$ cat config.mk
export PLATFORM = sky130hd
export DESIGN_NAME = agusec_top
export DESIGN_NICKNAME = d
export VERILOG_FILES = /design/src/common/agusec_pkg.sv /design/src/logic/agusec_fifo.sv /design/src/agu/agusec_addr_gen.sv /design/src/check/agusec_range.sv /design/src/check/agusec_checker.sv /design/src/agusec_top.sv
export VERILOG_INCLUDE_DIRS = /design/src /design/src/common
export SDC_FILE = /design/constraint.sdc
export NUM_CORES = 1
export LEC_CHECK = 0
export ABC_AREA = 1
export BUFFER_PORTS_ARGS = -buffer_cell sky130_fd_sc_hd__buf_2
export CELL_PAD_IN_SITES_DETAIL_PLACEMENT = 1
export CELL_PAD_IN_SITES_GLOBAL_PLACEMENT = 2
export CORE_MARGIN = 1
export CORE_UTILIZATION = 40
export DETAILED_ROUTE_END_ITERATION = 12
export PLACE_DENSITY_LB_ADDON = 0.1
export SLEW_MARGIN = 20
export SYNTH_ARGS = -nofsm -noshare
export SYNTH_HDL_FRONTEND = slang
export SYNTH_SLANG_ARGS = --single-unit
$ cat constraint.sdc
create_clock -name clk -period 7.72 [get_ports clk]
set_input_delay 1.544 -clock clk [delete_from_list [all_inputs] [get_ports clk]]
set_output_delay 1.544 -clock clk [all_outputs]
set_load 0.02 [all_outputs]
$ cat src/common/agusec_defs.svh
`ifndef AGUSEC_DEFS_SVH
`define AGUSEC_DEFS_SVH

// ##########################################################
// capability pointer layout
// ##########################################################

// 44-bit address in the low bits
`define ptr_addr 43:0
// exponent, selects where the bounds window sits
`define ptr_exp 48:44
`define ptr_low 55:49 // low bound, widened with a 0
`define ptr_hi 62:56  // high bound, widened with a 1
// bit 63 unused

// ##########################################################
// buffering between producer and checker
// ##########################################################

`define AGUSEC_FIFO_DEPTH 4

`endif

$ cat src/common/agusec_pkg.sv
package agusec_pkg;

  // ##########################################################
  // widths with a meaning
  // ##########################################################

  typedef logic [63:0] ptr_t;   // compressed capability pointer
  typedef logic [43:0] addr_t;
  typedef logic [39:0] off_t;
  typedef logic [4:0]  exp_t;
  typedef logic [6:0]  bound_t;
  typedef logic [7:0]  win_t;   // address slice compared to bounds

  // ##########################################################
  // transfer structs
  // ##########################################################

  // one request on the input handshake
  typedef struct packed {
    ptr_t ptr;
    off_t a;
    off_t b;
  } agusec_req_t;

  // fifo entry, old pointer kept for the upper-bits check
  typedef struct packed {
    ptr_t  ptr;
    addr_t new_addr;
  } agusec_entry_t;

  typedef struct packed {
    addr_t new_addr;
    logic  window_ok;
    logic  upper_ok;
  } agusec_result_t;

  // ##########################################################
  // fsm states
  // ##########################################################

  typedef enum logic {gen_idle, gen_wait_drop} gen_state_t;

  typedef enum logic [1:0] {chk_idle, chk_hold, chk_wait_drop} chk_state_t;

endpackage

$ cat src/logic/agusec_fifo.sv
`timescale 1ns/100ps
`include "agusec_defs.svh"

module agusec_fifo (
  input  logic                      clk,
  input  logic                      arst_n,
  input  logic                      push,
  input  agusec_pkg::agusec_entry_t push_data,
  output logic                      full,
  input  logic                      pop,
  output agusec_pkg::agusec_entry_t pop_data,
  output logic                      empty
);

  localparam int depth = `AGUSEC_FIFO_DEPTH;
  localparam int ptr_w = $clog2(depth);

  typedef logic [ptr_w-1:0] fifo_ptr_t;
  typedef logic [ptr_w:0]   fifo_cnt_t;

  localparam fifo_ptr_t ptr_last = fifo_ptr_t'(depth - 1);
  localparam fifo_cnt_t cnt_max  = fifo_cnt_t'(depth);

  agusec_pkg::agusec_entry_t mem [depth];
  fifo_ptr_t                 wr_ptr;
  fifo_ptr_t                 rd_ptr;
  fifo_cnt_t                 count;
  logic                      do_push;
  logic                      do_pop;

  assign full  = (count == cnt_max);
  assign empty = (count == '0);

  assign do_push = push && !full;  // push on full is dropped
  assign do_pop  = pop && !empty;

  assign pop_data = mem[rd_ptr]; // head, no output register

  always_ff @(posedge clk) begin
    if (do_push) begin
      mem[wr_ptr] <= push_data;
    end
  end

  always_ff @(posedge clk or negedge arst_n) begin
    if (!arst_n) begin
      wr_ptr <= '0;
      rd_ptr <= '0;
      count  <= '0;
    end else begin
      if (do_push) begin
        wr_ptr <= (wr_ptr == ptr_last) ? '0 : wr_ptr + 1'b1;
      end
      if (do_pop) begin
        rd_ptr <= (rd_ptr == ptr_last) ? '0 : rd_ptr + 1'b1;
      end
      // simultaneous push and pop leaves count alone
      case ({do_push, do_pop})
        2'b10:   count <= count + 1'b1;
        2'b01:   count <= count - 1'b1;
        default: count <= count;
      endcase
    end
  end

endmodule

$ cat src/agu/agusec_addr_gen.sv
`timescale 1ns/100ps

module agusec_addr_gen (
  input  logic                      clk,
  input  logic                      arst_n,
  input  logic                      in_req,
  input  agusec_pkg::agusec_req_t   in_data,
  output logic                      in_ack,
  input  logic                      full,
  output logic                      push,
  output agusec_pkg::agusec_entry_t push_data
);

  agusec_pkg::gen_state_t state;
  agusec_pkg::gen_state_t state_nxt;
  agusec_pkg::addr_t      base_addr;
  agusec_pkg::addr_t      off_a;
  agusec_pkg::addr_t      off_b;
  agusec_pkg::addr_t      sum_addr;

  // ##########################################################
  // address arithmetic
  // ##########################################################

  assign base_addr = agusec_pkg::addr_t'(in_data.ptr); // address field only
  assign off_a     = {4'b0000, in_data.a};
  assign off_b     = {4'b0000, in_data.b};

  // wraps at 2^44, carry out dropped
  assign sum_addr = base_addr + off_a + off_b;

  assign push_data.ptr      = in_data.ptr;
  assign push_data.new_addr = sum_addr;

  // ##########################################################
  // input four-phase handshake
  // ##########################################################

  // accept only when the fifo has room, else the request waits
  assign push = (state == agusec_pkg::gen_idle) && in_req && !full;

  assign in_ack = (state == agusec_pkg::gen_wait_drop); // up the cycle after push

  always_comb begin
    state_nxt = state;
    case (state)
      agusec_pkg::gen_idle: begin
        if (push) begin
          state_nxt = agusec_pkg::gen_wait_drop;
        end
      end
      agusec_pkg::gen_wait_drop: begin
        // requester has seen ack and released req
        if (!in_req) begin
          state_nxt = agusec_pkg::gen_idle;
        end
      end
      default: state_nxt = agusec_pkg::gen_idle;
    endcase
  end

  always_ff @(posedge clk or negedge arst_n) begin
    if (!arst_n) begin
      state <= agusec_pkg::gen_idle;
    end else begin
      state <= state_nxt;
    end
  end

endmodule

$ cat src/check/agusec_range.sv
`timescale 1ns/100ps
`include "agusec_defs.svh"

module agusec_range (
  input  agusec_pkg::ptr_t  ptr,
  input  agusec_pkg::addr_t new_addr,
  output logic              window_ok,
  output logic              upper_ok
);

  agusec_pkg::exp_t   exp;
  agusec_pkg::bound_t low_bound;
  agusec_pkg::bound_t hi_bound;
  agusec_pkg::addr_t  old_addr;
  agusec_pkg::addr_t  shifted;
  agusec_pkg::addr_t  upper_mask;
  agusec_pkg::win_t   bits;
  agusec_pkg::win_t   low_edge;
  agusec_pkg::win_t   high_edge;
  logic [5:0]         win_sh;
  logic [5:0]         upper_sh;

  assign exp       = ptr[`ptr_exp];
  assign low_bound = ptr[`ptr_low];
  assign hi_bound  = ptr[`ptr_hi];
  assign old_addr  = ptr[`ptr_addr];

  // ##########################################################
  // window at the exponent
  // ##########################################################

  // 4+31 needs six bits
  assign win_sh = {1'b0, exp} + 6'd4;

  assign shifted = new_addr >> win_sh;
  assign bits    = shifted[7:0];  // new_addr[11+e:4+e]

  // ##########################################################
  // bound compares
  // ##########################################################

  assign low_edge  = {low_bound, 1'b0};
  assign high_edge = {hi_bound, 1'b1};

  // no wrap case, low edge is taken as below high edge
  assign window_ok = (bits >= low_edge) && (bits <= high_edge);

  // ##########################################################
  // bits above the window
  // ##########################################################

  assign upper_sh = {1'b0, exp} + 6'd12; // at most 43

  // ones from 12+e up to 43
  assign upper_mask = {44{1'b1}} << upper_sh;

  // a carry out of the window shows up here
  assign upper_ok = ((old_addr ^ new_addr) & upper_mask) == '0;

endmodule

$ cat src/check/agusec_checker.sv
`timescale 1ns/100ps

module agusec_checker (
  input  logic                       clk,
  input  logic                       arst_n,
  input  logic                       empty,
  input  agusec_pkg::agusec_entry_t  pop_data,
  output logic                       pop,
  output logic                       res_req,
  output agusec_pkg::agusec_result_t res_data,
  input  logic                       res_ack
);

  agusec_pkg::chk_state_t state;
  agusec_pkg::chk_state_t state_nxt;
  logic                   win_ok;
  logic                   up_ok;

  // ##########################################################
  // bounds check on the fifo head
  // ##########################################################

  agusec_range u_range (
    .ptr       (pop_data.ptr),
    .new_addr  (pop_data.new_addr),
    .window_ok (win_ok),
    .upper_ok  (up_ok)
  );

  // one entry in flight at a time
  assign pop = (state == agusec_pkg::chk_idle) && !empty;

  // result captured with the pop
  always_ff @(posedge clk) begin
    if (pop) begin
      res_data.new_addr  <= pop_data.new_addr;
      res_data.window_ok <= win_ok;
      res_data.upper_ok  <= up_ok;
    end
  end

  // ##########################################################
  // output four-phase handshake
  // ##########################################################

  assign res_req = (state == agusec_pkg::chk_hold);

  always_comb begin
    state_nxt = state;
    case (state)
      agusec_pkg::chk_idle: begin
        if (pop) begin
          state_nxt = agusec_pkg::chk_hold;
        end
      end
      agusec_pkg::chk_hold: begin
        if (res_ack) begin
          state_nxt = agusec_pkg::chk_wait_drop; // drops req
        end
      end
      agusec_pkg::chk_wait_drop: begin
        // next pop only once ack is back low
        if (!res_ack) begin
          state_nxt = agusec_pkg::chk_idle;
        end
      end
      default: state_nxt = agusec_pkg::chk_idle;
    endcase
  end

  always_ff @(posedge clk or negedge arst_n) begin
    if (!arst_n) begin
      state <= agusec_pkg::chk_idle;
    end else begin
      state <= state_nxt;
    end
  end

endmodule

$ cat src/agusec_top.sv
`timescale 1ns/100ps

module agusec_top (
  input  logic                       clk,
  input  logic                       arst_n,
  input  logic                       in_req,
  input  agusec_pkg::agusec_req_t    in_data,
  output logic                       in_ack,
  output logic                       res_req,
  output agusec_pkg::agusec_result_t res_data,
  input  logic                       res_ack
);

  logic                      push;
  logic                      full;
  logic                      pop;
  logic                      empty;
  agusec_pkg::agusec_entry_t push_data;
  agusec_pkg::agusec_entry_t pop_data;

  // address add, producer side
  agusec_addr_gen u_addr_gen (
    .clk       (clk),
    .arst_n    (arst_n),
    .in_req    (in_req),
    .in_data   (in_data),
    .in_ack    (in_ack),
    .full      (full),
    .push      (push),
    .push_data (push_data)
  );

  agusec_fifo u_fifo (
    .clk       (clk),
    .arst_n    (arst_n),
    .push      (push),
    .push_data (push_data),
    .full      (full),
    .pop       (pop),
    .pop_data  (pop_data),
    .empty     (empty)
  );

  agusec_checker u_checker (
    .clk      (clk),
    .arst_n   (arst_n),
    .empty    (empty),
    .pop_data (pop_data),
    .pop      (pop),
    .res_req  (res_req),
    .res_data (res_data),
    .res_ack  (res_ack)
  );

endmodule

==> results of run 1 <==
cells by family after synthesis:
| group | synth area share (%) |
|---|---|
| compound gates | 8.54 |
| xor+xnor | 2.63 |
| fa+ha+maj | 6.57 |
| buf+inv | 5.98 |
| flops | 58.0 |
| mux | 0.0802 |
| simple gates | 18.2 |
metal layers:
layer	part of all wire [%]	vias up	GRT usage, %
met1	44	9108	32.1
met2	50	373	44.1
met4	2.6	0	7.12
met5	0	-	0
li1	-	8691	-
met3	3.4	113	2.18
power by group:
group / switching (µW) / leakage (µW) / internal, µW
Combinational: 4550 / 0.00590 / 1780
Clock: 1030 / 0.000814 / 1430
Sequential: 216 / 0.00445 / 3660
Total: 5790 / 0.0112 / 6870
state kept, by name, summed over array words and instances (netlist names):
name	flops
u_addr_gen.in_ack	1
u_checker.res_data	46
u_checker.state	2
u_fifo.count	3
u_fifo.mem	428
u_fifo.rd_ptr	2
u_fifo.wr_ptr	2
worst max-delay path: stages (launching register included):
cell	delay, ns
dfrtp_4	0.77
inv_4	0.62
buf_4	0.50
nand3_1	0.15
nand2_2	0.65
nand3_1	0.18
o21ai_1	0.18
o21ai_1	0.13
nor2_1	0.11
nor2_1	0.05
o21ai_0	0.24
nand2_1	0.13
ha_1	0.32
a21oi_1	0.19
o31ai_1	0.08
a21oi_1	0.12
nand2_1	0.07
nand2_1	0.06
inv_1	0.04
final cells by class:
| class | count | area, µm² | share of cell area, % |
|---|---|---|---|
| sequential | 484 | 14500 | 51.4 |
| timing repair buffer | 211 | 1160 | 4.12 |
| multi-input combinational | 1645 | 9030 | 32.0 |
| clock inverter | 29 | 308 | 1.09 |
| tap | 837 | 1050 | 3.72 |
| clock buffer | 65 | 1370 | 4.87 |
| inverter | 204 | 773 | 2.74 |
stage by stage:
stage	instance area (µm²)	total power [µW]	std cells	utilization, %	setup slack (ns)
after detailed placement	26500	10300	3381	42.9	2.30
after CTS	28200	12800	3475	45.7	2.72
final	28200	12700	3475	45.7	2.83
after global placement	26500	10100	3381	42.9	2.38
after global routing	28200	13500	3475	45.7	2.38
after floorplan	25000	8290	2429	-	0.618
worst paths after layout:
kind / slack (ns) / cells after the start / start / end
worst min register to register: 0.47 / 1 / u_checker.state[0]$_DFFE_PN0P_ / u_checker.state[1]$_DFFE_PN0P_
worst max-delay path: 2.83 / 18 / u_fifo.rd_ptr[1]$_DFFE_PN0P_ / u_checker.res_data[1]$_DFFE_PP_
min in group asynchronous: 0.80 / 1 / arst_n / u_fifo.wr_ptr[1]$_DFFE_PN0P_
max in group asynchronous: 6.69 / 1 / arst_n / u_fifo.rd_ptr[1]$_DFFE_PN0P_
worst max register to register: 2.83 / 18 / u_fifo.rd_ptr[1]$_DFFE_PN0P_ / u_checker.res_data[1]$_DFFE_PP_
worst min-delay path: 0.47 / 1 / u_checker.state[0]$_DFFE_PN0P_ / u_checker.state[1]$_DFFE_PN0P_
synth_stat cells (12+ instances only):
cell type	instances	area [µm²]
a21oi_1	99	495
a32o_1	13	130
buf_2	45	225
buf_4	12	90.1
buf_6	26	293
edfxtp_1	474	14200
fa_1	42	841
ha_1	64	801
inv_1	198	743
nand2_1	659	2470
nand3_1	214	1070
nand4_1	18	113
nor2_1	166	623
o211ai_1	19	143
o21ai_0	122	611
o21ai_1	41	205
o22ai_1	18	113
xnor2_1	24	210
xor2_1	51	447
==> impl_metrics.yaml, run 1 <==
outcome:
  status: "complete, no violations"
setup_path:
  cp-end-kind: "register"
  worstPathRequired_ns: 8.08
  startpoint_type: "register"
  path_class: "reg2reg"
  cp.arrival_ns: 5.24
  worstPathMaxFanout: 51
clock_tree:
  cts.path.max_buffers: 3
  insertion_delay_ns: 0.60
  ctsRootBufferMaster: "clkbuf_16"
  cts_sinks: 484
  post-cts-setup-buffers: 0
  cts_resized: 0
  cts_buffers: 52
  cts.reportedPaths.clkPinSlew_ns: 0.06
  cts_hold_buf: 0
  htreeDepth: 2
  cts_tree: "built"
synthesis:
  synth-edff-count: 474
  avgSynthCellArea_um2: 10.3
  synth_flop_cell: "edfxtp_1"
  netlist_instances: 2429
  synth-seq-cells: 484
  synth_area_um2: 25000
  synth.net_count: 2683
  yosysUniqueCellTypes: 54
  ys_warn_count: 0
  ys_seq_area_share_pct: 58.0
  async_reset_ff_share_pct: 2.07
place:
  hpwl_um: 55900
  gp_congestion: 0.949
  io_buffers: 194
job:
  drv_cap: 0
floorplanning:
  rows: 91
  die_x_um: 252
  start_util_pct: 40.5
  io_pins: 196
  fp.coreArea_um2: 61700
  design.die.area_um2: 63400
  die_h_um: 252
cells_and_area:
  final_common_cell: "nand2_1"
  nNetsFinal: 2852
  antenna_cells: 0
  most-common-layout-cells: "nand2_1, edfxtp_1, nand3_1"
  layout-drive-gt1-share_pct: 12.2
  area_growth_pct: 12.9
  fill_cells: 6874
power:
  power_density_nw_per_um2: 449
  ir_worst_vdd_mv: 0.252
  power_leakage_uw: 0.0112
timing:
  setup_total_negative_slack_ns: 0
  hold_viol: 0
  max_freq_mhz: 205
  worstMarginPinSlew_ns: 0.931
  clock_skew_ns: 0.0254
  rsz0062_at_grt: "no"
  timing.hold.ws_ns: 0.472
  drv_slew: 0
  max-slew-margin-rel_pct: 37.8
  min_period_ns: 4.89
  setup_violations: 0
  post-route-period-util_pct: 63.3
detailed_routing:
  vias_per_cell: 5.26
  drt_iter0_drc: 1169
  route.detailed.drc: 0
  postRouteAntennaNets: 0
  num_vias: 18285
  routed_wl_um: 78200
  firstDrtPassIters: 6
  detail_route.wl_per_cell_um: 22.5
min_path:
  hold_path_class: "reg2reg"
grt:
  grt_pass1_wl_um: 116000
  antenna_found_initial: 3
  grt_remaining_overflow: 0
  first_global_vias: 19076
  grt_usage_pct: 24.8
  grt_max_degree: 163
Power figures use the tool's default switching activity.
==> run 2: changes to the inputs <==
--- a/config.mk
+++ b/config.mk
@@ -6,12 +6,12 @@
 export SDC_FILE = /design/constraint.sdc
 export NUM_CORES = 1
 export LEC_CHECK = 0
-export ABC_AREA = 1
+export ABC_AREA = 0
 export BUFFER_PORTS_ARGS = -buffer_cell sky130_fd_sc_hd__buf_2
 export CELL_PAD_IN_SITES_DETAIL_PLACEMENT = 1
 export CELL_PAD_IN_SITES_GLOBAL_PLACEMENT = 2
 export CORE_MARGIN = 1
-export CORE_UTILIZATION = 40
+export CORE_UTILIZATION = 44
 export DETAILED_ROUTE_END_ITERATION = 12
 export PLACE_DENSITY_LB_ADDON = 0.1
 export SLEW_MARGIN = 20
==> constraint.sdc (replaced) <==
create_clock -name clk -period 4.9 [get_ports clk]
set_input_delay 0.98 -clock clk [delete_from_list [all_inputs] [get_ports clk]]
set_output_delay 0.98 -clock clk [all_outputs]
set_load 0.02 [all_outputs]
==> impl_metrics.yaml, run 2 <==
grt:
  antenna_found_initial: 0
  grt_usage_pct: 21.8
  first_global_vias: 14058
  grt_remaining_overflow: 0
  grt_pass1_wl_um: 85800
  grt_max_degree: 64
timing:
  min_period_ns: 4.39
  post-route-period-util_pct: 89.6
  setup_violations: 0
  hold_viol: 0
  timing.hold.ws_ns: 0.251
  clock_skew_ns: 0.0151
  worstMarginPinSlew_ns: 0.817
  drv_slew: 0
  rsz0062_at_grt: "no"
  max-slew-margin-rel_pct: 45.5
  max_freq_mhz: 228
detailed_routing:
  drt_iter0_drc: 844
  vias_per_cell: 5.53
  num_vias: 13120
  firstDrtPassIters: 4
  routed_wl_um: 57000
  route.detailed.drc: 0
  postRouteAntennaNets: 0
  detail_route.wl_per_cell_um: 24.0
clock_tree:
  cts_sinks: 484
  cts_resized: 0
  ctsRootBufferMaster: "clkbuf_16"
  cts.path.max_buffers: 3
  cts_tree: "built"
  cts_hold_buf: 0
  post-cts-setup-buffers: 0
  cts.reportedPaths.clkPinSlew_ns: 0.06
  htreeDepth: 2
  cts_buffers: 51
  insertion_delay_ns: 0.59
power:
  power_density_nw_per_um2: 646
  power_leakage_uw: 0.00956
  ir_worst_vdd_mv: 0.281
synthesis:
  synth-edff-count: 474
  yosysUniqueCellTypes: 68
  async_reset_ff_share_pct: 2.07
  synth_top_area_share_pct: 62.3
  synth_area_leaders: "edfxtp_1, mux4_2, fa_1"
  ys_seq_area_share_pct: 63.4
  synthMostInstantiatedCell: "edfxtp_1"
  netlist_instances: 1389
  synth.net_count: 1643
  ys_warn_count: 0
  synth-seq-cells: 484
  avgSynthCellArea_um2: 16.4
  yosys-top-cells-count: "edfxtp_1, mux4_2, a21oi_1"
  synth.largest_area_cell: "edfxtp_1"
  synth_area_um2: 22800
  synth_flop_cell: "edfxtp_1"
floorplanning:
  start_util_pct: 44.5
  io_pins: 196
  die_x_um: 230
  rows: 83
  fp.coreArea_um2: 51300
  design.die.area_um2: 52800
  die_h_um: 230
cells_and_area:
  nNetsFinal: 1908
  most-common-layout-cells: "edfxtp_1, buf_2, mux4_2"
  final_common_cell: "edfxtp_1"
  layout.cells.non_filler: 2371
  final_core_util_pct: 51.8
  stdcell_area_um2: 26600
  largest_reg_flops: 428
  layout-drive-gt1-share_pct: 26.9
  top_register: "u_fifo.mem"
  area_growth_pct: 16.3
  antenna_cells: 0
  largestRegisters: "u_fifo.mem x428, u_checker.res_data x46, u_fifo.count x3"
setup_path:
  path_cells: "buf_12 > buf_4 > mux4_2 > mux2_2 > o211ai_1 > o211ai_1 > o211ai_1 > o21ai_0 > ha_1 > a21oi_1 > nor2b_1 > o21ai_0 > nand2_1 > a2111oi_0 > a311o_1"
  cp.arrival_ns: 4.83
  cp_slowest_cell: "mux4_2"
  worstPathRequired_ns: 5.34
  worstPathMaxFanout: 38
  max_stage_delay_ns: 0.62
  cp-end-kind: "register"
  rrSetupSlack_ns: 0.51
  path_class: "reg2reg"
  startpoint_type: "register"
  critPathMostFrequentCell: "o211ai_1"
place:
  hpwl_um: 40400
  io_buffers: 194
  dp.cells: 2281
  dpl_cell_area_um2: 25000
  gp_congestion: 0.802
job:
  drv_cap: 0
min_path:
  hold_path_class: "in2async"
outcome:
  status: "complete, no violations"
-- run 2: cell types whose count changed after synthesis, sizes merged, moves of 31 or more --
cell	before	now
buf	91	34
inv	204	51
mux2i	2	43
mux4	0	106
nand2	669	71
nand3	215	12
nor2	168	61
o21ai	170	47
xnor2	24	55
-- run 2: critical path, delay by kind of cell (launching register included) --
kind / cells / cell delay, ns
and+or+nand+nor: 2 / 0.16
adders and majority gates: 1 / 0.38
AOI/OAI and AO/OA: 8 / 1.54
buffers and inverters: 2 / 0.64
DFF: 1 / 0.55
muxes: 2 / 0.94
-- run 2: layout make-up --
| type | instances | area [µm²] |
|---|---|---|
| multi-input combinational | 806 | 7900 |
| inverter | 52 | 195 |
| tap | 680 | 851 |
| timing repair buffer | 259 | 1530 |
| clock buffer | 68 | 1380 |
| clock inverter | 22 | 204 |
| fill | 4991 | 24700 |
| sequential | 484 | 14500 |
-- run 2: path summary, 6_finish.rpt --
path	cells after the start	to	startpoint
setup / recovery	15	u_checker.res_data[1]$_DFFE_PP_	u_fifo.rd_ptr[0]$_DFFE_PN0P_
max in group asynchronous	1	u_fifo.rd_ptr[0]$_DFFE_PN0P_	arst_n
hold / removal	1	u_fifo.count[0]$_DFFE_PN0P_	arst_n
min in group clk	1	u_fifo.count[2]$_DFFE_PN0P_	u_fifo.count[2]$_DFFE_PN0P_
hold reg to reg	1	u_fifo.count[2]$_DFFE_PN0P_	u_fifo.count[2]$_DFFE_PN0P_
setup reg to reg	15	u_checker.res_data[1]$_DFFE_PP_	u_fifo.rd_ptr[0]$_DFFE_PN0P_
-- run 2: metrics by stage --
step | power (µW) | setup WS (ns) | TNS (ns)
global placement | 13400 | 0.0498 | 0
finish | 17200 | 0.510 | 0
global route | 18100 | 0.185 | 0
CTS | 17400 | 0.420 | 0
detailed placement | 13600 | -0.0516 | -0.300
floorplan | 11000 | 0.505 | 0
-- run 2: per-layer routing --
metal  vias to the layer above  part of all wire (%)  GRT usage [%]  routed length, µm
met3                        63                   4.1           3.25               2350
met5                         -                     0              0                  0
met1                      6820                    45           30.3              25700
met4                         0                   1.8           5.82               1030
li1                       5967                     -              -                  -
met2                       270                    49           36.1              27900
-- run 2: cell families (layout without fill, tap and decap cells) --
family	after synthesis	count (layout)	synth area share, %
flops	484	484	63.4
compound gates	234	234	6.39
simple gates	207	207	4.18
mux	165	165	13.2
fa+ha+maj	106	106	7.19
buf+inv	99	401	2.05
xor+xnor	94	94	3.61
-- run 2: power by group --
part	switching (µW)	internal, µW	leakage [µW]	total, µW
clock network	1530	2180	0.000771	3710
logic	4600	2920	0.00434	7520
registers	300	5620	0.00444	5920
